--- src/source/lsu_config.svh ---
// ~~~~~~~~~~~~~~~~~~~~~~~~~~~~~~~~~~~~~~~~~~~~~~~~~~~~~~~~~~~~~~~~~~~~~~~~~
// LSU configuration: data RAM depth and word-address width
// ~~~~~~~~~~~~~~~~~~~~~~~~~~~~~~~~~~~~~~~~~~~~~~~~~~~~~~~~~~~~~~~~~~~~~~~~~
`ifndef LSU_CONFIG_SVH
`define LSU_CONFIG_SVH

// data RAM depth in 32-bit words
`define LSU_RAM_WORDS 256

// word-address width, log2 of the depth
`define LSU_RAM_AW 8

`endif

--- src/source/rv32i_types.sv ---
// ~~~~~~~~~~~~~~~~~~~~~~~~~~~~~~~~~~~~~~~~~~~~~~~~~~~~~~~~~~~~~~~~~~~~~~~~~
// RV32I load/store types: widths, funct3 codes and pipeline stage records
// ~~~~~~~~~~~~~~~~~~~~~~~~~~~~~~~~~~~~~~~~~~~~~~~~~~~~~~~~~~~~~~~~~~~~~~~~~
`default_nettype none

package rv32i_types;

    typedef logic [31:0] word_t;
    typedef logic [4:0]  reg_idx_t;
    typedef logic [3:0]  byte_mask_t;

    typedef enum logic [2:0] {
        load_f3_lb  = 3'b000,
        load_f3_lh  = 3'b001,
        load_f3_lw  = 3'b010,
        load_f3_lbu = 3'b100,
        load_f3_lhu = 3'b101
    } load_f3_t;

    typedef enum logic [2:0] {
        store_f3_sb = 3'b000,
        store_f3_sh = 3'b001,
        store_f3_sw = 3'b010
    } store_f3_t;

    typedef struct packed {
        logic       mem_re;
        logic       mem_we;
        logic [2:0] funct3;
    } mem_ctrl_t;

    typedef struct packed {
        logic      valid;
        reg_idx_t  rd;
        logic      rd_we;
        word_t     rs1_v;
        word_t     rs2_v;
        word_t     imm;
        mem_ctrl_t mem_ctrl;
        logic      illegal;
    } id_ex_reg_t;

    typedef struct packed {
        logic      valid;
        reg_idx_t  rd;
        logic      rd_we;
        mem_ctrl_t mem_ctrl;
        word_t     addr;
        word_t     rs2_v;
        logic      misaligned;
        logic      illegal;
    } ex_mem_reg_t;

    typedef struct packed {
        logic       valid;
        reg_idx_t   rd;
        logic       rd_we;
        mem_ctrl_t  mem_ctrl;
        word_t      addr;
        byte_mask_t rmask;
        word_t      rdata;
        logic       misaligned;
        logic       illegal;
    } mem_wb_reg_t;

    // one record per retired instruction
    typedef struct packed {
        reg_idx_t rd;
        logic     rd_we;
        word_t    value;
        logic     misaligned;
        logic     illegal;
    } lsu_result_t;

endpackage

`default_nettype wire

--- src/source/load_align.sv ---
// ~~~~~~~~~~~~~~~~~~~~~~~~~~~~~~~~~~~~~~~~~~~~~~~~~~~~~~~~~~~~~~~~~~~~~~~~~
// Writeback stage: load lane extraction, extension and the result record
// ~~~~~~~~~~~~~~~~~~~~~~~~~~~~~~~~~~~~~~~~~~~~~~~~~~~~~~~~~~~~~~~~~~~~~~~~~
`timescale 1ns/100ps
`default_nettype none

module load_align (
    input  logic                      clk,
    input  logic                      reset,
    input  rv32i_types::mem_wb_reg_t  mem_wb,
    output logic                      out_valid,
    output rv32i_types::lsu_result_t  out_result
);

    rv32i_types::word_t shifted;
    rv32i_types::word_t value;
    logic               load_ok;

    // lane 0 holds the addressed byte after the shift
    assign shifted = mem_wb.rdata >> {mem_wb.addr[1:0], 3'b000};

    assign load_ok = mem_wb.mem_ctrl.mem_re && (|mem_wb.rmask)
                     && !mem_wb.misaligned && !mem_wb.illegal;

    always_comb begin
        value = '0;
        if (load_ok) begin
            unique case (mem_wb.mem_ctrl.funct3)
                rv32i_types::load_f3_lb:  value = {{24{shifted[7]}}, shifted[7:0]};
                rv32i_types::load_f3_lh:  value = {{16{shifted[15]}}, shifted[15:0]};
                rv32i_types::load_f3_lw:  value = shifted;
                rv32i_types::load_f3_lbu: value = {24'd0, shifted[7:0]};
                rv32i_types::load_f3_lhu: value = {16'd0, shifted[15:0]};
                default:                  value = '0;
            endcase
        end
    end

    always_ff @(posedge clk) begin
        if (reset) begin
            out_valid <= 1'b0;
        end else begin
            out_valid <= mem_wb.valid;
        end
        if (mem_wb.valid) begin
            out_result.rd         <= mem_wb.rd;
            // stores and flagged entries never write rd
            out_result.rd_we      <= mem_wb.rd_we && load_ok;
            out_result.value      <= value;
            out_result.misaligned <= mem_wb.misaligned;
            out_result.illegal    <= mem_wb.illegal;
        end
    end

endmodule

`default_nettype wire

--- config.mk ---
export PLATFORM = sky130hd
export DESIGN_NAME = load_align
export DESIGN_NICKNAME = d
export VERILOG_FILES = /design/src/source/lsu_config.svh /design/src/source/rv32i_types.sv /design/src/source/load_align.sv
export SDC_FILE = /design/constraint.sdc
export NUM_CORES = 1
export LEC_CHECK = 0
export BUFFER_PORTS_ARGS = -buffer_cell sky130_fd_sc_hd__clkbuf_2
export CAP_MARGIN = 10
export CORE_MARGIN = 2
export CORE_UTILIZATION = 46
export DETAILED_ROUTE_END_ITERATION = 6
export GPL_TIMING_DRIVEN = 1
export HOLD_SLACK_MARGIN = 0.12
export PLACE_DENSITY = 0.85
export SETUP_SLACK_MARGIN = 0.1
export SLEW_MARGIN = 20
export SYNTH_ARGS = -nofsm -noshare
export SYNTH_HDL_FRONTEND = slang
export SYNTH_SLANG_ARGS = --single-unit
--- constraint.sdc ---
create_clock -name clk -period 2.5 [get_ports clk]
set_clock_uncertainty 0.15 [all_clocks]
set_input_delay 0 -clock clk [delete_from_list [all_inputs] [get_ports clk]]
set_output_delay 0 -clock clk [all_outputs]
set_load 0.05 [all_outputs]
==> metrics.csv <==
metric,value,unit
NumNets Final,367,
Die Wd,70.71,µm
worst-margin pin slew,997.8,ps
Pre-antenna DRT Iters,4,
met3 usage,0.05556,
biggest area consumer among synthesized cells,edfxtp_1,
Yosys reg bits,41,
final instance area,0.002984,mm²
crit path DAT,2190,ps
total power draw,1665,µW
power per cell area,558.0,mW/mm²
# rows,24,
setup TNS,0,ps
Cell variety after synth,26,
core area,0.004324,mm²
drt via density,5.176,
min Tclk post-route,2176,ps
Via Count,1739,
"Hold Vio Cnt, Final",0,
Static Leak,0.001290,µW
CTS Sinks,41,
Worst VDD drop,0.2777,mV
CTS tree,built,
"Worst Path Class, Setup",primary input to register,
Mapped Nets,242,
Synth Cell Area,0.002047,mm²
GR Util met2,0.3821,
Rel. slew slack,0.3348,
sequential area share after synthesis,0.5966,
WHS,110.1,ps
Hold Crit Class,primary input to register,
yosys warns,0,
global-route wire length before repair,8176,µm
initial antenna violation count,0,
DRC,0,
met1 GRT Util,0.2413,
share of layout cells above drive strength 1,0.4296,
Crit Path Max Fanout,9,
CP endpoint kind,register,
P&R area growth vs syn,45.78,%
final RePlAce weighted congestion,0.7621,
fin util,0.6901,
"top cells by area, synth","edfxtp_1 59%, mux2i_1 8.3%, a211oi_1 5.1%",
Ports,125,
Post-Syn Area per Cell,12.96,µm²
global-route total usage across every layer,0.2111,
Post-CTS Setup Bufs,0,
Final Cycle Share,0.8703,
share of the synthesized area in the top cell type,0.5868,
largest net degree at the start of global routing,42,
clk buf depth,2,
"Clk pin slew, worst setup/hold paths",70,ps
routed len/inst,14.96,µm
clk root buf,clkbuf_8,
Overflow after GRT,0,
drt total wl,5027,µm
Critical Path RT,2510,ps
Initial Utilization,0.4734,
CTS buffer count,5,
number of global-route vias before repair,1831,
Placed Area,0.002536,mm²
outcome,completed,
Die H,70.71,µm
max_cap viols,0,
GR peak layer,met2,
RSZ-0062 raised after global routing,no,
count of final setup violators,0,
Pins Over Slew Limit,0,
DP HPWL,3384,µm
Critical Path Source Type,primary input,
Antenna Cells,0,
die area,0.004999,mm²
Starting DRT DRC Count,166,
Cells after Synth,158,
H-Tree Depth,2,
Port Buffer Count,93,
Max Freq,0.4596,GHz
Final ANT Viol Nets,0,
## layout make-up
| cell class | instances | area (µm²) |
|---|---|---|
| clock inverters | 1 | 5.005 |
| flip-flops and latches | 41 | 1221 |
| well taps | 52 | 65.06 |
| fillers | 327 | 1340 |
| multi-input cells | 105 | 772.0 |
| inverters | 1 | 3.754 |
| repair buffers | 129 | 820.8 |
| clock buffers | 7 | 96.34 |
## through the flow
step | cells | setup WS (ps)
after floorplan | 158 | 900.9
after global placement | 294 | 383.7
after detailed placement | 294 | 302.9
after CTS | 336 | 297.8
after global routing | 336 | 193.8
final | 336 | 324.3
## path summary, 6_finish.rpt
path	endpoint	slack [ps]	start	depth (start not counted)
setup / recovery	out_result[27]	320	mem_wb[1]	6
hold / removal	out_result[25]	110	mem_wb[25]	3
## worst max-delay path, stage by stage
cell,delay (ps)
dlygate4sd3_1,530
clkbuf_2,110
or3b_1,380
or4_1,730
nor2_8,260
a21bo_2,170
## state kept, by name, indices dropped and copies added, names as in the netlist
name	cells
out_result	40
out_valid	1
## synth_stat cells, drive strengths merged
library cell,instances
mux2,1
buf,7
mux2i,17
nor2b,10
and2,7
o2bb2ai,1
nor4,1
dfxtp,1
a211oi,14
a21bo,8
or4,2
a22oi,1
nor2,11
edfxtp,40
or3b,2
a21oi,8
o21ai,16
inv,1
o22ai,1
nand2,4
clkbuf,4
o2111ai,1
## what timing repair did
action / in CTS / in global routing
hold endpoints to repair: 32 / 0
hold buffers: 34 / 0
endpoints found under the setup margin: 0 / 0
resized for setup: 0 / 0
## report_power, final
group	internal, µW	switching [µW]	total, µW
registers	798	11.4	809
clock network	249	218	467
logic	127	261	389
## cells in the final DEF (no fill, tap or decap), types with 2 or more instances in the layout
master	count
or3b_1	2
buf_4	2
clkbuf_2	93
nand2_1	4
mux2i_1	17
nor2_1	10
a21bo_2	8
clkbuf_8	7
a21oi_2	8
and2_1	7
o21ai_0	15
or4_1	2
a211oi_1	14
edfxtp_1	40
nor2b_1	10
dlygate4sd3_1	34
## metal layers
metal | vias to the layer above | wire, µm
li1 | 851 | -
met1 | 803 | 1970
met2 | 76 | 2658
met3 | 9 | 321
met4 | 0 | 76
met5 | - | 0
## kinds of logic (layout without fill, tap and decap cells)
logic type | after synthesis | count (layout) | synth area share
AND/OR/NAND/NOR | 37 | 37 | 0.1064
AO/OA/AOI/OAI | 50 | 50 | 0.1791
multiplexers | 18 | 18 | 0.08863
flip-flops | 41 | 41 | 0.5966
buffers and inverters | 12 | 138 | 0.02933
Power figures use the tool's default switching activity.
