[src/source/lsu_config.svh]
// ~~~~~~~~~~~~~~~~~~~~~~~~~~~~~~~~~~~~~~~~~~~~~~~~~~~~~~~~~~~~~~~~~~~~~~~~~
// LSU configuration: data RAM depth and word-address width
// ~~~~~~~~~~~~~~~~~~~~~~~~~~~~~~~~~~~~~~~~~~~~~~~~~~~~~~~~~~~~~~~~~~~~~~~~~
`ifndef LSU_CONFIG_SVH
`define LSU_CONFIG_SVH

// data RAM depth in 32-bit words
`define LSU_RAM_WORDS 256

// word-address width, log2 of the depth
`define LSU_RAM_AW 8

`endif

[src/source/rv32i_types.sv]
// ~~~~~~~~~~~~~~~~~~~~~~~~~~~~~~~~~~~~~~~~~~~~~~~~~~~~~~~~~~~~~~~~~~~~~~~~~
// RV32I load/store types: widths, funct3 codes and pipeline stage records
// ~~~~~~~~~~~~~~~~~~~~~~~~~~~~~~~~~~~~~~~~~~~~~~~~~~~~~~~~~~~~~~~~~~~~~~~~~
`default_nettype none

package rv32i_types;

    typedef logic [31:0] word_t;
    typedef logic [4:0]  reg_idx_t;
    typedef logic [3:0]  byte_mask_t;

    typedef enum logic [2:0] {
        load_f3_lb  = 3'b000,
        load_f3_lh  = 3'b001,
        load_f3_lw  = 3'b010,
        load_f3_lbu = 3'b100,
        load_f3_lhu = 3'b101
    } load_f3_t;

    typedef enum logic [2:0] {
        store_f3_sb = 3'b000,
        store_f3_sh = 3'b001,
        store_f3_sw = 3'b010
    } store_f3_t;

    typedef struct packed {
        logic       mem_re;
        logic       mem_we;
        logic [2:0] funct3;
    } mem_ctrl_t;

    typedef struct packed {
        logic      valid;
        reg_idx_t  rd;
        logic      rd_we;
        word_t     rs1_v;
        word_t     rs2_v;
        word_t     imm;
        mem_ctrl_t mem_ctrl;
        logic      illegal;
    } id_ex_reg_t;

    typedef struct packed {
        logic      valid;
        reg_idx_t  rd;
        logic      rd_we;
        mem_ctrl_t mem_ctrl;
        word_t     addr;
        word_t     rs2_v;
        logic      misaligned;
        logic      illegal;
    } ex_mem_reg_t;

    typedef struct packed {
        logic       valid;
        reg_idx_t   rd;
        logic       rd_we;
        mem_ctrl_t  mem_ctrl;
        word_t      addr;
        byte_mask_t rmask;
        word_t      rdata;
        logic       misaligned;
        logic       illegal;
    } mem_wb_reg_t;

    // one record per retired instruction
    typedef struct packed {
        reg_idx_t rd;
        logic     rd_we;
        word_t    value;
        logic     misaligned;
        logic     illegal;
    } lsu_result_t;

endpackage

`default_nettype wire

[src/source/ls_decode.sv]
// ~~~~~~~~~~~~~~~~~~~~~~~~~~~~~~~~~~~~~~~~~~~~~~~~~~~~~~~~~~~~~~~~~~~~~~~~~
// Decode stage: opcode, funct3 and immediate decode into the id_ex register
// ~~~~~~~~~~~~~~~~~~~~~~~~~~~~~~~~~~~~~~~~~~~~~~~~~~~~~~~~~~~~~~~~~~~~~~~~~
`timescale 1ns/100ps
`default_nettype none

module ls_decode (
    input  logic                     clk,
    input  logic                     reset,
    input  logic                     in_valid,
    input  rv32i_types::word_t       in_inst,
    input  rv32i_types::word_t       in_rs1_v,
    input  rv32i_types::word_t       in_rs2_v,
    output logic                     in_ready,
    input  logic                     stall,
    output rv32i_types::id_ex_reg_t  id_ex
);

    localparam logic [6:0] op_load  = 7'b0000011;
    localparam logic [6:0] op_store = 7'b0100011;

    logic [6:0]             opcode;
    logic [2:0]             funct3;
    rv32i_types::mem_ctrl_t ctrl;
    rv32i_types::word_t     imm;
    rv32i_types::reg_idx_t  rd;
    logic                   illegal;

    assign opcode   = in_inst[6:0];
    assign funct3   = in_inst[14:12];
    assign in_ready = ~stall;

    always_comb begin
        ctrl    = '0;
        imm     = '0;
        rd      = '0;
        illegal = 1'b1;
        ctrl.funct3 = funct3;
        if (opcode == op_load) begin
            // I-type immediate
            imm = {{20{in_inst[31]}}, in_inst[31:20]};
            rd  = in_inst[11:7];
            unique case (funct3)
                rv32i_types::load_f3_lb, rv32i_types::load_f3_lh,
                rv32i_types::load_f3_lw, rv32i_types::load_f3_lbu,
                rv32i_types::load_f3_lhu: begin
                    ctrl.mem_re = 1'b1;
                    illegal     = 1'b0;
                end
                default: illegal = 1'b1;
            endcase
        end else if (opcode == op_store) begin
            // S-type immediate, no destination
            imm = {{20{in_inst[31]}}, in_inst[31:25], in_inst[11:7]};
            unique case (funct3)
                rv32i_types::store_f3_sb, rv32i_types::store_f3_sh,
                rv32i_types::store_f3_sw: begin
                    ctrl.mem_we = 1'b1;
                    illegal     = 1'b0;
                end
                default: illegal = 1'b1;
            endcase
        end
    end

    always_ff @(posedge clk) begin
        if (reset) begin
            id_ex.valid <= 1'b0;
        end else if (!stall) begin
            id_ex.valid <= in_valid;
        end
        if (!stall && in_valid) begin
            id_ex.rd       <= rd;
            id_ex.rd_we    <= ctrl.mem_re;
            id_ex.rs1_v    <= in_rs1_v;
            id_ex.rs2_v    <= in_rs2_v;
            id_ex.imm      <= imm;
            id_ex.mem_ctrl <= ctrl;
            id_ex.illegal  <= illegal;
        end
    end

endmodule

`default_nettype wire

[config.mk]
export PLATFORM = sky130hd
export DESIGN_NAME = ls_decode
export DESIGN_NICKNAME = d
export VERILOG_FILES = /design/src/source/lsu_config.svh /design/src/source/rv32i_types.sv /design/src/source/ls_decode.sv
export SDC_FILE = /design/constraint.sdc
export NUM_CORES = 1
export LEC_CHECK = 0
export BUFFER_PORTS_ARGS = -buffer_cell sky130_fd_sc_hd__buf_4
export CAP_MARGIN = 20
export CORE_MARGIN = 2
export CORE_UTILIZATION = 43
export CTS_BUF_LIST = sky130_fd_sc_hd__clkbuf_2
export DETAILED_ROUTE_END_ITERATION = 7
export GPL_TIMING_DRIVEN = 0
export PLACE_DENSITY = 0.89
export SLEW_MARGIN = 10
export SYNTH_ARGS = -nofsm -noshare
export SYNTH_HDL_FRONTEND = slang
export SYNTH_SLANG_ARGS = --single-unit
[constraint.sdc]
create_clock -name clk -period 6.45 [get_ports clk]
set_input_delay 0.3225 -clock clk [delete_from_list [all_inputs] [get_ports clk]]
set_output_delay 0.3225 -clock clk [all_outputs]
set_load 0.05 [all_outputs]
==> summary.md <==
| Metric | Value |
|---|---|
| Post-CTS setup buffers | `0` |
| Tightest Pin Transition | `0.680 ns` |
| Leakage power figure | `0.00238 uW` |
| CP startpoint kind | `flip-flop` |
| Area fraction of the dominant cell type after synthesis | `0.837` |
| Final-layout fill cell count | `between 400 and 500` |
| # Max-Cap Violations | `0` |
| Number of synthesized register bits | `88` |
| Antenna cells | `0` |
| Final number of max-transition violations | `0` |
| Startpoint-to-endpoint class of the critical path | `flip-flop to output pin` |
| Setup tns final | `0 ns` |
| Number of global-route vias before repair | `2,564` |
| Clock tree from TritonCTS | `done` |
| Area added between synthesis and finish | `79.3%` |
| Layout cells sized above 1 | `0.557` |
| Core Box Area | `~0.0071 mm^2` |
| Net Count, Synth | `262` |
| Number of buffers inserted during clock tree synthesis | `9` |
| Share of the clock period used by the worst path after layout | `0.325` |
| Number of nets in the layout | `about 550` |
| Summed instance area of the synthesized netlist | `0.00312 mm^2` |
| Power density over cell area | `between 200 and 250 mW/mm^2` |
| Run status | `complete, no violations` |
| Placed wire-length estimate | `5.98 mm` |
| Register share of total power | `0.535` |
| Synthesized netlist cell count | `162` |
| Maximum number of pins on one net before global-route repair | `35` |
| Chip Height | `89.2 um` |
| Combinational group share of total power | `0.267` |
| Count of boundary I/O pins | `210` |
| DRC | `0` |
| Avg WL per Cell | `17.6 um` |
| Switching part of the total | `0.332` |
| Distinct cell type count of the synthesized netlist | `19` |
| Library cell contributing the largest single delay on the critical path | `edfxtp_1` |
| Highest attainable clock frequency | `0.477 GHz` |
| Initial antenna violation count | `0` |
| Category of the worst setup path capture point | `output pin` |
| Gpl congestion | `0.722` |
| Overall overflow remaining after global route | `0` |
| Worst-case setup margin in the final layout | `about 4.4 ns` |
| Final routed wirelength across all metal layers | `between 9 and 10 mm` |
| Most common library cell in the layout ignoring fill and taps | `buf_4` |
| Port buffer count | `203` |
| Library cell occupying the most area in the post-synthesis netlist | `edfxtp_1` |
| Worst-Skew Late Latency | `just over 0.5 ns` |
| Leading cell types by total area after synthesis | `edfxtp_1, buf_4, nor3_1` |
| NetSw | `around 420 uW` |
| Global-route usage over all layers | `0.237` |
| Number of vias in the routed layout | `roughly 2.5k` |
| Worst relative slew slack | `0.546` |
| Worst Path Arrival | `1.78 ns` |
| First-iteration detailed-routing DRC count | `127` |
| Number of H-tree levels | `3` |
| Library cell appearing most often on the critical path | `buf_4` |
| Number of warning messages in the yosys log | `0` |
| Largest reg by FF count | `id_ex` |
| Part of the Yosys area used for sequential elements | `0.844` |
| Dpl ws | `4.80 ns` |
| Area of the die | `0.00795 mm^2` |
| Resized Gates After CTS | `0` |
| Syn_area_per_cell | `about 19 um^2` |
| Worst min-delay path class | `primary input to flip-flop` |
| CTS root buf | `clkbuf_2` |
| Row count | `31` |
| Overall Power | `approximately 1300 uW` |
| Shortest period the worst path allows | `2.10 ns` |
| Routed Antenna Nets | `0` |
| Internal portion of total power | `852 uW` |
| Relative contribution of the clock network to total power | `0.198` |
| Mean number of vias per cell | `4.50` |
| Largest fanout of any net on the critical path | `21` |
| Clock sink total | `88` |
| Data required time at the worst endpoint | `roughly 6 ns` |
| Share of the core filled with cells in the final layout | `0.784` |
| Effective utilization at floorplan | `0.437` |
| List of cells traversed by the critical path | `buf_4, buf_4` |
| Commonest non-fill, non-tap cells in the layout | `buf_4, edfxtp_1, dlygate4sd3_1, nor3_1, inv_1` |
| Max FFs per register | `88` |
| Largest vdd supply drop | `0.000121 V` |
| Maximum buffer depth of the clock tree | `2` |
| Horizontal die dimension | `89.2 um` |
| Setup repair after global routing missed its margin | `false` |
| Final count of negative-setup-slack endpoints | `0` |
| Maximum single-stage delay on the critical path | `0.84 ns` |
| Worst clock skew on the final layout | `0 ns` |
| Global-route wire length before repair | `about 13 mm` |
| Total iterations of the first detailed-routing run | `4` |
| Final Hold Viols | `0` |
| Largest registers in the final layout | `id_ex x88` |
| Clock-pin slew of the registers on the worst-case setup and hold paths | `around 0.24 ns` |
[Yosys cell counts (all sizes together)]
| cell | count |
|---|---|
| a211oi | 1 |
| or3 | 1 |
| nor2b | 1 |
| or2b | 1 |
| buf | 24 |
| or2 | 2 |
| nand4bb | 1 |
| dfxtp | 1 |
| a211o | 1 |
| nor2 | 1 |
| a21o | 1 |
| a2111oi | 1 |
| mux2i | 6 |
| nor3 | 17 |
| edfxtp | 87 |
| inv | 13 |
| clkbuf | 3 |
[metal layers]
layer / part of all wire / vias up / global-route usage
met3: 0.077 / 17 / 0.0443
met2: 0.57 / 129 / 0.449
met1: 0.33 / 1183 / 0.253
met5: 0 / - / 0
li1: - / 1145 / -
met4: 0.019 / 0 / 0.107
[cell type report]
| type | instances | area [um^2] | area share |
|---|---|---|---|
| Clock buffer | 9 | 45.0 | 0.00805 |
| Buffer | 27 | 196 | 0.0351 |
| Timing Repair Buffer | 273 | 2240 | 0.401 |
| Clock inverter | 7 | 53.8 | 0.00962 |
| Multi-Input combinational cell | 34 | 250 | 0.0447 |
| Sequential cell | 88 | 2630 | 0.470 |
| Tap cell | 99 | 124 | 0.0221 |
| Inverter | 13 | 48.8 | 0.00872 |
[critical path, delay by kind of cell (launching register included)]
family	cells	cell delay, ns
flip-flops	1	0.84
buffers and inverters	2	0.41
[power by group through the flow]
stage	logic (uW)	clock network, uW	registers [uW]
after floorplan	55.3	0	821
after global routing	353	281	686
after detailed placement	303	0	693
after CTS	337	255	680
after global placement	293	0	695
final	340	252	682
[cell families after synthesis]
group / Yosys count / share of synthesized area
compound gates: 4 / 0.0144
buf+inv: 40 / 0.0786
flops: 88 / 0.844
mux: 6 / 0.0192
simple gates: 24 / 0.0441
[timing repair]
item                                   in CTS  in global routing
setup endpoints to repair                   0                  0
endpoints found under the hold margin      68                  0
hold buffers                               68                  0
[stage by stage]
stage / instances / hold WS (ns) / area, um^2
floorplan: 162 / 0.395 / 3120
detailed placement: 466 / 0.482 / 4820
global placement: 464 / 0.476 / 4770
CTS: 550 / 0.00560 / 5600
global route: 550 / 0.0222 / 5600
finish: 550 / 0.0459 / 5600
[path summary, 6_finish.rpt]
kind	startpoint	endpoint	slack [ns]	cells after the start
setup / recovery	id_ex[36]$_DFFE_PP_	id_ex[20]	4.35	2
hold / removal	in_valid	id_ex[108]$_SDFFE_PP0N_	0.05	3
setup reg to reg	id_ex[108]$_SDFFE_PP0N_	id_ex[108]$_SDFFE_PP0N_	5.82	2
hold reg to reg	id_ex[108]$_SDFFE_PP0N_	id_ex[108]$_SDFFE_PP0N_	0.56	2
Power figures use the tool's default switching activity.
