**src/source/lsu_config.svh**
```systemverilog
// ~~~~~~~~~~~~~~~~~~~~~~~~~~~~~~~~~~~~~~~~~~~~~~~~~~~~~~~~~~~~~~~~~~~~~~~~~
// LSU configuration: data RAM depth and word-address width
// ~~~~~~~~~~~~~~~~~~~~~~~~~~~~~~~~~~~~~~~~~~~~~~~~~~~~~~~~~~~~~~~~~~~~~~~~~
`ifndef LSU_CONFIG_SVH
`define LSU_CONFIG_SVH

// data RAM depth in 32-bit words
`define LSU_RAM_WORDS 256

// word-address width, log2 of the depth
`define LSU_RAM_AW 8

`endif

```
**src/source/rv32i_types.sv**
```systemverilog
// ~~~~~~~~~~~~~~~~~~~~~~~~~~~~~~~~~~~~~~~~~~~~~~~~~~~~~~~~~~~~~~~~~~~~~~~~~
// RV32I load/store types: widths, funct3 codes and pipeline stage records
// ~~~~~~~~~~~~~~~~~~~~~~~~~~~~~~~~~~~~~~~~~~~~~~~~~~~~~~~~~~~~~~~~~~~~~~~~~
`default_nettype none

package rv32i_types;

    typedef logic [31:0] word_t;
    typedef logic [4:0]  reg_idx_t;
    typedef logic [3:0]  byte_mask_t;

    typedef enum logic [2:0] {
        load_f3_lb  = 3'b000,
        load_f3_lh  = 3'b001,
        load_f3_lw  = 3'b010,
        load_f3_lbu = 3'b100,
        load_f3_lhu = 3'b101
    } load_f3_t;

    typedef enum logic [2:0] {
        store_f3_sb = 3'b000,
        store_f3_sh = 3'b001,
        store_f3_sw = 3'b010
    } store_f3_t;

    typedef struct packed {
        logic       mem_re;
        logic       mem_we;
        logic [2:0] funct3;
    } mem_ctrl_t;

    typedef struct packed {
        logic      valid;
        reg_idx_t  rd;
        logic      rd_we;
        word_t     rs1_v;
        word_t     rs2_v;
        word_t     imm;
        mem_ctrl_t mem_ctrl;
        logic      illegal;
    } id_ex_reg_t;

    typedef struct packed {
        logic      valid;
        reg_idx_t  rd;
        logic      rd_we;
        mem_ctrl_t mem_ctrl;
        word_t     addr;
        word_t     rs2_v;
        logic      misaligned;
        logic      illegal;
    } ex_mem_reg_t;

    typedef struct packed {
        logic       valid;
        reg_idx_t   rd;
        logic       rd_we;
        mem_ctrl_t  mem_ctrl;
        word_t      addr;
        byte_mask_t rmask;
        word_t      rdata;
        logic       misaligned;
        logic       illegal;
    } mem_wb_reg_t;

    // one record per retired instruction
    typedef struct packed {
        reg_idx_t rd;
        logic     rd_we;
        word_t    value;
        logic     misaligned;
        logic     illegal;
    } lsu_result_t;

endpackage

`default_nettype wire

```
**src/source/ls_execute.sv**
```systemverilog
// ~~~~~~~~~~~~~~~~~~~~~~~~~~~~~~~~~~~~~~~~~~~~~~~~~~~~~~~~~~~~~~~~~~~~~~~~~
// Execute stage: address add and alignment check into the ex_mem register
// ~~~~~~~~~~~~~~~~~~~~~~~~~~~~~~~~~~~~~~~~~~~~~~~~~~~~~~~~~~~~~~~~~~~~~~~~~
`timescale 1ns/100ps
`default_nettype none

module ls_execute (
    input  logic                      clk,
    input  logic                      reset,
    input  logic                      stall,
    input  rv32i_types::id_ex_reg_t   id_ex,
    output rv32i_types::ex_mem_reg_t  ex_mem
);

    rv32i_types::word_t addr;
    logic               half_access;
    logic               word_access;
    logic               misaligned;

    assign addr = id_ex.rs1_v + id_ex.imm;

    always_comb begin
        half_access = 1'b0;
        word_access = 1'b0;
        // store and load codes share 001 for half, 010 for word
        if (id_ex.mem_ctrl.mem_re || id_ex.mem_ctrl.mem_we) begin
            unique case (id_ex.mem_ctrl.funct3)
                rv32i_types::load_f3_lh, rv32i_types::load_f3_lhu: half_access = 1'b1;
                rv32i_types::load_f3_lw: word_access = 1'b1;
                default: ;
            endcase
        end
        misaligned = (half_access && addr[0]) || (word_access && (addr[1:0] != 2'b00));
    end

    always_ff @(posedge clk) begin
        if (reset) begin
            ex_mem.valid <= 1'b0;
        end else if (!stall) begin
            ex_mem.valid <= id_ex.valid;
        end
        if (!stall) begin
            ex_mem.rd         <= id_ex.rd;
            ex_mem.rd_we      <= id_ex.rd_we;
            ex_mem.mem_ctrl   <= id_ex.mem_ctrl;
            ex_mem.addr       <= addr;
            ex_mem.rs2_v      <= id_ex.rs2_v;
            ex_mem.misaligned <= misaligned;
            ex_mem.illegal    <= id_ex.illegal;
        end
    end

endmodule

`default_nettype wire

```
**config.mk**
```make
export PLATFORM = sky130hd
export DESIGN_NAME = ls_execute
export DESIGN_NICKNAME = d
export VERILOG_FILES = /design/src/source/lsu_config.svh /design/src/source/rv32i_types.sv /design/src/source/ls_execute.sv
export SDC_FILE = /design/constraint.sdc
export NUM_CORES = 1
export LEC_CHECK = 0
export BUFFER_PORTS_ARGS = -buffer_cell sky130_fd_sc_hd__clkbuf_2
export CAP_MARGIN = 20
export CORE_UTILIZATION = 49
export CTS_BUF_LIST = sky130_fd_sc_hd__clkbuf_8
export CTS_CLUSTER_DIAMETER = 80
export DETAILED_ROUTE_END_ITERATION = 6
export PLACE_DENSITY = 0.93
export SLEW_MARGIN = 10
export SYNTH_ARGS = -nofsm -noshare
export SYNTH_HDL_FRONTEND = slang
export SYNTH_SLANG_ARGS = --single-unit
```
**constraint.sdc**
```tcl
create_clock -name clk -period 2.5 [get_ports clk]
set_input_delay 0.375 -clock clk [delete_from_list [all_inputs] [get_ports clk]]
set_output_delay 0.375 -clock clk [all_outputs]
set_load 0.01 [all_outputs]
```
==> qor.yml, run 1 <==
largestRegisters: "ex_mem (78)"
grtUsageTotal_pct: 25.5
required_ps: 2590
path_cells: "clkbuf_2 > ha_1 > fa_1 > a21oi_1 > o211ai_1 > a21oi_2 > o31ai_2 > a221oi_2 > xnor2_1"
drt-total-wl_um: 11600
yosys.area.top_type: "edfxtp_1"
synthArstFlopShare_pct: 0
grt-busiest-layer: "met2"
drc: 0
criticalPathCategory: "in2reg"
r2r-start: "ex_mem[77]"
min_to: "ex_mem[77]"
vias_per_cell: 5.58
met3_usage_pct: 4.99
synth.avg_cell_area_um2: 12.1
relSlewSlack_pct: 63.4
vdd_drop_max_mv: 0.259
final_cell_mix: "189 x clkbuf_2, 77 x edfxtp_1, 33 x a21oi_1"
whs_path_depth: 2
grt_pass1_wl_um: 17300
cp-start-kind: "primary input"
vias: 3820
total_power_uw: 3420
setup_viol: 0
grt_overflow: 0
port_buffers: 189
skew_ps: 0
post_cts_buffers: 0
syn-instance-count: 350
clkTransAtPathRegs_ps: 80
ctsResizeCount: 0
grt_util_met2_pct: 46.2
final_common_cell: "clkbuf_2"
fin_crit_ps: 2340
synth_top_flop_cell: "edfxtp_1"
drive_gt1_share_pct: 42.7
antenna_found_initial: 0
crit_path_end_kind: "flip-flop"
hold_class: "in2reg"
core_area_mm2: 0.00830
ys_types: 57
nets: 718
seq_area_frac_synth_pct: 55.2
synth.top_cell.area_share_pct: 54.7
final_antenna_net_count: 0
cp_max_fo: 3
hpwl_um: 9590
cts.sinks: 78
r2r-end: "ex_mem[77]"
drt_first_pass_iters: 6
io_pins: 190
wire_per_inst_um: 17.0
placedCellCount: 668
syn_area_mm2: 0.00423
maxSlewViolCount: 0
cts_buffers: 9
largest_reg_flops: 78
initial_core_util_pct: 50.9
ys_seq_elements: 78
cts_root_buffer: "clkbuf_8"
holdBufCountCts: 0
fmax_mhz: 427
crit_slowest_cell: "fa_1"
grt_max_degree: 41
grt_pass1_vias: 3660
syn_to_final_growth_pct: 34.1
fin_ws_ps: 159
hp-start: "reset"
grt_setup_unrepaired: "no"
cap_violations: 0
top_register: "ex_mem"
fin_crit_sh_pct: 93.6
synth-warning-count: 0
cts_tree: "built"
drt_iter0_markers: 361
use_met1_pct: 29.3
die_w_um: 94.9
power_leakage_uw: 0.00251
r2r_slack_ps: 1900
antenna_cells: 0
synth_edf_count: 77
slowest_delay_ps: 400
reg2reg_depth: 2
dieHeight_um: 94.9
status: "finished clean"
place_ws_ps: -185
die_area_mm2: 0.00900
gp_congestion: 0.992
synth_fp_nets: 494
synth.area.top_cells: "edfxtp_1 55%, ha_1 9.2%, xnor2_1 3.9%"
final_hold_viol_count: 0
power.density_mw_per_mm2: 603
tightest_slew_ps: 543
cp_data_arrival_time_ps: 2430
clk_path_buf_depth: 2
num_rows: 33
cts.htree.levels: 3
clock_latency_ps: 330
fin_cells: 684
[critical path, delay by kind of cell]
family	cells	cell delay [ps]
adders and majority gates	2	620
buffers and inverters	1	80
xor gates and xnor gates	1	100
AOI/OAI and AO/OA	5	1250
[report_power, final]
part / total [µW] / internal [µW] / leakage, µW / switching, µW
registers: 1670 / 1630 / 0.000762 / 45.3
clock network: 793 / 354 / 0.0000920 / 440
logic: 954 / 418 / 0.00166 / 536
total: 3420 / 2400 / 0.00251 / 1020
[logic make-up (layout without fill, tap and decap cells)]
family                     Yosys count  count (layout)  synth area share [%]
AOI/OAI and AO/OA                  103             103                  16.2
and+or+nand+nor                     94              94                  11.2
DFF                                 78              78                  55.2
adders and majority gates           32              32                  9.65
xor gates and xnor gates            29              29                  6.01
buffers and inverters               12             241                  1.21
muxes                                2               2                 0.503
[layer usage]
metal,up-vias,part of all wire [%]
li1,1796,-
met1,1783,38
met2,215,51
met3,26,7.9
met4,0,2.3
met5,-,0
[area by class of cell]
type                    count  area [µm²]
fillers                   604        2630
flip-flops and latches     78        2330
multi-input cells         260        1840
repair buffers            220        1180
well taps                 105         131
clock buffers               9         124
clock inverters             7        40.0
inverters                   5        18.8
[per-stage QoR]
stage                     area (µm²)  utilization, %  setup TNS [ps]  hold WS (ps)
after floorplan                 4230               -               0           447
after global placement          5500            66.3            -230           474
after detailed placement        5500            66.3            -740           494
after CTS                       5670            68.3               0           173
after global routing            5670            68.3               0           186
final                           5670            68.3               0           183
[Yosys cell counts, types with 7 or more instances]
cell,count
o211ai_1,9
nand3_1,8
a211oi_1,7
ha_1,31
a21oi_1,33
o21ai_0,23
nor3_1,7
xnor2_1,19
nor2_1,21
nand2_1,29
xor2_1,10
edfxtp_1,77
[worst max-delay path by stage]
| stage | start | to | slack (ps) | depth (start not counted) |
|---|---|---|---|---|
| final | id_ex[6] | ex_mem[64] | 160 | 9 |
| after global routing | id_ex[6] | ex_mem[62] | 3 | 9 |
| after CTS | id_ex[6] | ex_mem[62] | 180 | 9 |
| after detailed placement | id_ex[6] | ex_mem[62] | -180 | 9 |
| after global placement | id_ex[6] | ex_mem[62] | -100 | 9 |
| after floorplan | id_ex[6] | ex_mem[62] | 180 | 8 |
Power figures use the tool's default switching activity.
==> run 2, diff against run 1 <==
--- a/config.mk
+++ b/config.mk
@@ -7,11 +7,11 @@
 export LEC_CHECK = 0
 export BUFFER_PORTS_ARGS = -buffer_cell sky130_fd_sc_hd__clkbuf_2
 export CAP_MARGIN = 20
-export CORE_UTILIZATION = 49
+export CORE_UTILIZATION = 44
 export CTS_BUF_LIST = sky130_fd_sc_hd__clkbuf_8
 export CTS_CLUSTER_DIAMETER = 80
 export DETAILED_ROUTE_END_ITERATION = 6
-export PLACE_DENSITY = 0.93
+export PLACE_DENSITY = 0.89
 export SLEW_MARGIN = 10
 export SYNTH_ARGS = -nofsm -noshare
 export SYNTH_HDL_FRONTEND = slang
==> constraint.sdc (replaced) <==
create_clock -name clk -period 2.1 [get_ports clk]
set_input_delay 0.315 -clock clk [delete_from_list [all_inputs] [get_ports clk]]
set_output_delay 0.315 -clock clk [all_outputs]
set_load 0.01 [all_outputs]
==> run 2 against run 1 <==
The run now ends with negative setup slack left; sequential power up 19%; non-clock buffer count is 49 higher; hold slack got worse by 56 ps; clock power rose by 40%; critical path depth did not move; first-iteration DRC count shrank 0.55%; combinational power increased by 39%; clock skew did not move; die area increased by 11%; critical path type unchanged; largest power group unchanged.
==> qor.yml, run 2 (same netlist as run 1, synthesis figures left out) <==
port_buffers: 189  # unchanged
vias_per_cell: 5.34  # -4.4%
drc: 0  # unchanged
grt_pass1_vias: 3845  # +5.1%
startpoint: "id_ex[8]"
hp-start: "reset"
grt_pass1_wl_um: 18300  # +6.2%
power.density_mw_per_mm2: 709  # +18%
fin_crit_sh_pct: 101
vias: 4042  # +5.8%
fin_crit_ps: 2120
cts_buffers: 9  # unchanged
final_util_pct: 67.3  # -1.0 points
cts_tree: "built"
cp_data_arrival_time_ps: 2180  # -250 ps
crit_path_end_kind: "flip-flop"
fmax_mhz: 471
drt-total-wl_um: 12300  # +5.8%
status: "complete, but fails checks"
required_ps: 2160  # -430 ps
clock_latency_ps: 340  # about the same
stdcell_area_mm2: 0.00624  # +10%
cp-start-kind: "primary input"
wire_per_inst_um: 16.2  # -4.4%
drive_gt1_share_pct: 49.2  # +6.5 points
num_rows: 35  # +6.1%
grt_overflow: 0  # unchanged
violations: "negative setup slack"
core_area_mm2: 0.00928  # +12%
cts.sinks: 78  # unchanged
antenna_found_initial: 0  # unchanged
fin_ws_ps: -22.2  # -181 ps
drt_iter0_markers: 359  # -0.55%
clkTransAtPathRegs_ps: 90  # about the same
skew_ps: 0  # unchanged
initial_core_util_pct: 45.5  # -5.4 points
final_cell_mix: "188 x clkbuf_2, 78 x buf_4, 77 x edfxtp_1"
grt_max_degree: 38  # -7.3%
whs_path_depth: 2  # unchanged
cp_max_fo: 3  # unchanged
clk_path_buf_depth: 2  # unchanged
die_w_um: 100  # +5.4%
die_area_mm2: 0.0100  # +11%
grtUsageTotal_pct: 23.6  # -1.9 points
hpwl_um: 9920  # +3.4%
final_hold_viol_count: 0  # unchanged
setup_viol: 2  # +2
hold_class: "in2reg"
grt_setup_unrepaired: "yes"
placedCellCount: 736  # +10%
final_common_cell: "clkbuf_2"
fin_cells: 757  # +11%
nets: 767  # +6.8%
dpl-instance-area_mm2: 0.00590  # +7.2%
r2r-start: "ex_mem[77]"
reg2reg_depth: 2  # unchanged
drt_first_pass_iters: 5  # -1
relSlewSlack_pct: 65.3  # +1.9 points
cts_root_buffer: "clkbuf_8"
largest_reg_flops: 78  # unchanged
cap_violations: 0  # unchanged
maxSlewViolCount: 0  # unchanged
final_antenna_net_count: 0  # unchanged
criticalPathCategory: "in2reg"
total_power_uw: 4430  # +30%
antenna_cells: 0  # unchanged
largestRegisters: "ex_mem (78)"
power_leakage_uw: 0.00278  # +11%
io_pins: 190  # unchanged
cts.htree.levels: 3  # unchanged
top_register: "ex_mem"
dieHeight_um: 100  # +5.4%
tightest_slew_ps: 518  # -25.1 ps
vdd_drop_max_mv: 0.365  # +41%
syn_to_final_growth_pct: 47.7
place_ws_ps: -425  # -240 ps
gp_congestion: 0.938  # -5.4%
run 2: worst paths after layout:
| check | endpoint | slack (ps) |
|---|---|---|
| max | ex_mem[52] | -20 |
| min | ex_mem[77] | 130 |
| max reg2reg | ex_mem[77] | 1490 |
| min reg2reg | ex_mem[77] | 520 |
run 2: where the power goes:
group          internal [µW]  switching [µW]  leakage (µW)  total, µW
sequential              1930            51.6      0.000762       1990
clock                    553             561     0.0000972       1110
combinational            624             704       0.00192       1330
total                   3110            1320       0.00278       4430
run 2: stage by stage:
stage / hold slack, ps / setup TNS (ps)
floorplan: 387 / -61.6
global placement: 472 / -3700
detailed placement: 485 / -5070
CTS: 117 / 0
global route: 107 / -316
finish: 127 / -39.5
run 2: per-layer routing:
metal / wire, µm / vias up / GRT usage, % / part of all wire [%]
li1: - / 1899 / - / -
met1: 4710 / 1914 / 27.6 / 38
met2: 6330 / 192 / 43.8 / 52
met3: 880 / 37 / 3.41 / 7.2
met4: 369 / 0 / 8.81 / 3.0
met5: 0 / - / 0 / 0
run 2: timing repair:
item | CTS | global route
hold buffers | 0 | 0
setup endpoints to repair | 2 | 10
buffers inserted | 0 | 5
resized for setup | 1 | 22
pin swaps | 3 | 16
run 2: area by class of cell:
| type | count | area [µm²] |
|---|---|---|
| Fill cell | 696 | 3040 |
| Sequential cell | 78 | 2330 |
| Multi-Input combinational cell | 260 | 1950 |
| Timing Repair Buffer | 269 | 1580 |
| Tap cell | 129 | 161 |
| Clock buffer | 9 | 124 |
| Clock inverter | 7 | 75.1 |
| Inverter | 5 | 22.5 |
run 2: critical path, stage by stage:
cell and delay (ps):
clkbuf_2 100, ha_1 390, a21oi_4 90, o211ai_1 460, a21oi_2 100, buf_4 170
buf_4 150, o41ai_4 270, xor2_2 140
==> run 3, diff against run 2 <==
--- a/config.mk
+++ b/config.mk
@@ -7,11 +7,11 @@
 export LEC_CHECK = 0
 export BUFFER_PORTS_ARGS = -buffer_cell sky130_fd_sc_hd__clkbuf_2
 export CAP_MARGIN = 20
-export CORE_UTILIZATION = 44
+export CORE_UTILIZATION = 35
 export CTS_BUF_LIST = sky130_fd_sc_hd__clkbuf_8
 export CTS_CLUSTER_DIAMETER = 80
 export DETAILED_ROUTE_END_ITERATION = 6
-export PLACE_DENSITY = 0.89
+export PLACE_DENSITY = 0.75
 export SLEW_MARGIN = 10
 export SYNTH_ARGS = -nofsm -noshare
 export SYNTH_HDL_FRONTEND = slang
==> run 3 against run 2 <==
The flow finishes with violations (design-rule violations, negative setup slack); cell area fell by 2.2%; clock-buffer cell count increased by 1; hold slack improved by 2.1 ps; register-to-register slack gained 30 ps; clock power decreased by 4%; first-iteration DRC count down 21%; die area increased by 25%; combinational power decreased by 6%; non-clock buffer count shrank 16; utilization shrank 15 points; maximum frequency decreased by 2.7%; global-route usage down 4.8 points; critical endpoint is now ex_mem[64]; largest power group unchanged; highest routed layer unchanged.
==> qor.yml, run 3 (same netlist as run 1, synthesis figures left out) <==
status: "complete, but fails checks"
violations: "design-rule violations, negative setup slack"
cp_max_fo: 3  # unchanged
antenna_cells: 0  # unchanged
p_seq_share_pct: 46.0  # +1.2 points
drt-total-wl_um: 11700  # -5.2%
whs_path_depth: 2  # unchanged
setup-tns-final_ps: -81.0  # -41.4 ps
vdd_drop_max_mv: 0.288  # -21%
power_leakage_uw: 0.00271  # -2.8%
cts_tree: "built"
cts.htree.levels: 3  # unchanged
final_common_cell: "clkbuf_2"
drc: 18  # +18
startpoint: "id_ex[70]"
skew_ps: 0  # unchanged
power.density_mw_per_mm2: 706  # -0.47%
port_buffers: 189  # unchanged
dieHeight_um: 112  # +12%
vias: 3789  # -6.3%
pwr-share-comb_pct: 29.1  # -0.9 points
maxSlewViolCount: 0  # unchanged
cts.sinks: 78  # unchanged
cts_buffers: 9  # unchanged
io_pins: 190  # unchanged
wire_per_inst_um: 15.4  # -4.9%
final_cell_mix: "187 x clkbuf_2, 77 x edfxtp_1, 63 x buf_4"
stdcell_area_mm2: 0.00611  # -2.2%
core_area_mm2: 0.0116  # +25%
cts_root_buffer: "clkbuf_8"
clockPowerShare_pct: 24.9  # -0.3 points
drt_iter0_markers: 283  # -21%
fmax_mhz: 459  # -2.7%
hold_class: "in2reg"
grt_max_degree: 78  # +110%
die_w_um: 112  # +12%
clock_latency_ps: 330  # about the same
cp-start-kind: "primary input"
largest_reg_flops: 78  # unchanged
hp-start: "reset"
tightest_slew_ps: 468  # -50.7 ps
syn_to_final_growth_pct: 44.5
final_util_pct: 52.6  # -15 points
die_area_mm2: 0.0125  # +25%
final_antenna_net_count: 0  # unchanged
clkTransAtPathRegs_ps: 80  # about the same
final_hold_viol_count: 0  # unchanged
relSlewSlack_pct: 68.5  # +3.2 points
grt_setup_unrepaired: "yes"
netSwitchingPower_uw: 1230  # -6.8%
reg2reg_depth: 2  # unchanged
fin_ws_ps: -81.0  # -58.8 ps
antenna_found_initial: 0  # unchanged
clk_path_buf_depth: 2  # unchanged
top_register: "ex_mem"
drt_first_pass_iters: 7  # +2
vias_per_cell: 5.02  # -6.0%
drive_gt1_share_pct: 47.2  # -2.0 points
dpl-instance-area_mm2: 0.00581  # -1.6%
cp_data_arrival_time_ps: 2280  # +100 ps
p_int_uw: 3080  # -0.88%
r2r-end: "ex_mem[77]"
r2r-start: "ex_mem[77]"
fin_crit_sh_pct: 104  # +2.8 points
num_rows: 39  # +11%
initial_core_util_pct: 36.4  # -9.1 points
grt_overflow: 0  # unchanged
grt_pass1_vias: 3758  # -2.3%
fill_cells: 1073  # +54%
required_ps: 2200  # +40 ps
grtUsageTotal_pct: 18.7  # -4.8 points
setup_viol: 1  # -1
crit_path_end_kind: "flip-flop"
fin_crit_ps: 2180  # +58.8 ps
grt_pass1_wl_um: 18200  # -0.83%
nets: 751  # -2.1%
hpwl_um: 9460  # -4.6%
place_ws_ps: -429  # -3.82 ps
cap_violations: 0  # unchanged
gp_congestion: 0.860  # -8.4%
swShare_pct: 28.5  # -1.3 points
r2r_slack_ps: 1520  # +30 ps
min_to: "ex_mem[77]"
largestRegisters: "ex_mem (78)"
criticalPathCategory: "in2reg"
[run 3: cell types whose count changed in the layout (fill, tap and decap cells not counted), moves of 2 or more]
cell,previous run,this run
inv_1,5,8
clkinvlp_4,3,1
clkinv_4,2,0
buf_4,78,63
[run 3: layer usage]
layer / up-vias / global-route usage, % / part of all wire, %
met5: - / 0 / 0
met4: 0 / 10.4 / 3.2
met3: 24 / 3.32 / 6.4
met2: 167 / 31.3 / 48
met1: 1735 / 22.9 / 42
li1: 1863 / - / -
[run 3: worst max-delay path by stage]
stage / cells past startpoint / endpoint / slack (ps)
final: 10 / ex_mem[64] / -80
after global routing: 10 / ex_mem[64] / -150
after CTS: 10 / ex_mem[64] / -20
after detailed placement: 8 / ex_mem[63] / -430
after global placement: 9 / ex_mem[60] / -390
after floorplan: 8 / ex_mem[62] / -60
[run 3: cell type report]
| class | instances | area (µm²) | share of cell area (%) |
|---|---|---|---|
| Sequential cell | 78 | 2330 | 38.2 |
| Tap cell | 143 | 179 | 2.93 |
| Multi-Input combinational cell | 260 | 1940 | 31.7 |
| Clock buffer | 10 | 138 | 2.25 |
| Inverter | 5 | 22.5 | 0.369 |
| Timing Repair Buffer | 253 | 1450 | 23.8 |
| Clock inverter | 6 | 50.0 | 0.819 |
[run 3: per-stage QoR]
step / hold WS [ps] / power, µW / cells
after floorplan: 387 / 2630 / 350
after global placement: 477 / 3190 / 737
after detailed placement: 479 / 3230 / 737
after CTS: 110 / 4300 / 754
after global routing: 94.1 / 4530 / 755
final: 129 / 4310 / 755
[run 3: repair_timing]
item / CTS / global route
pin swaps: 7 / 11
hold buffers: 0 / 0
gates resized for setup: 3 / 20
buffers inserted: 1 / 1
setup endpoints to repair: 3 / 10
[run 3: power groups by stage]
stage | clock network (µW) | logic (µW) | registers (µW)
final | 1070 | 1250 | 1980
after global routing | 1170 | 1370 | 2000
after CTS | 1090 | 1220 | 1990
after detailed placement | 0 | 1210 | 2020
after global placement | 0 | 1180 | 2020
after floorplan | 0 | 518 | 2120
[run 3: worst max-delay path, stage by stage]
cell and delay [ps]:
buf_6 100, ha_4 160, fa_2 390, a21oi_4 150, o211ai_1 230, a21oi_2 280, buf_4 160, o31ai_4 90
a221oi_2 310, xnor2_1 100
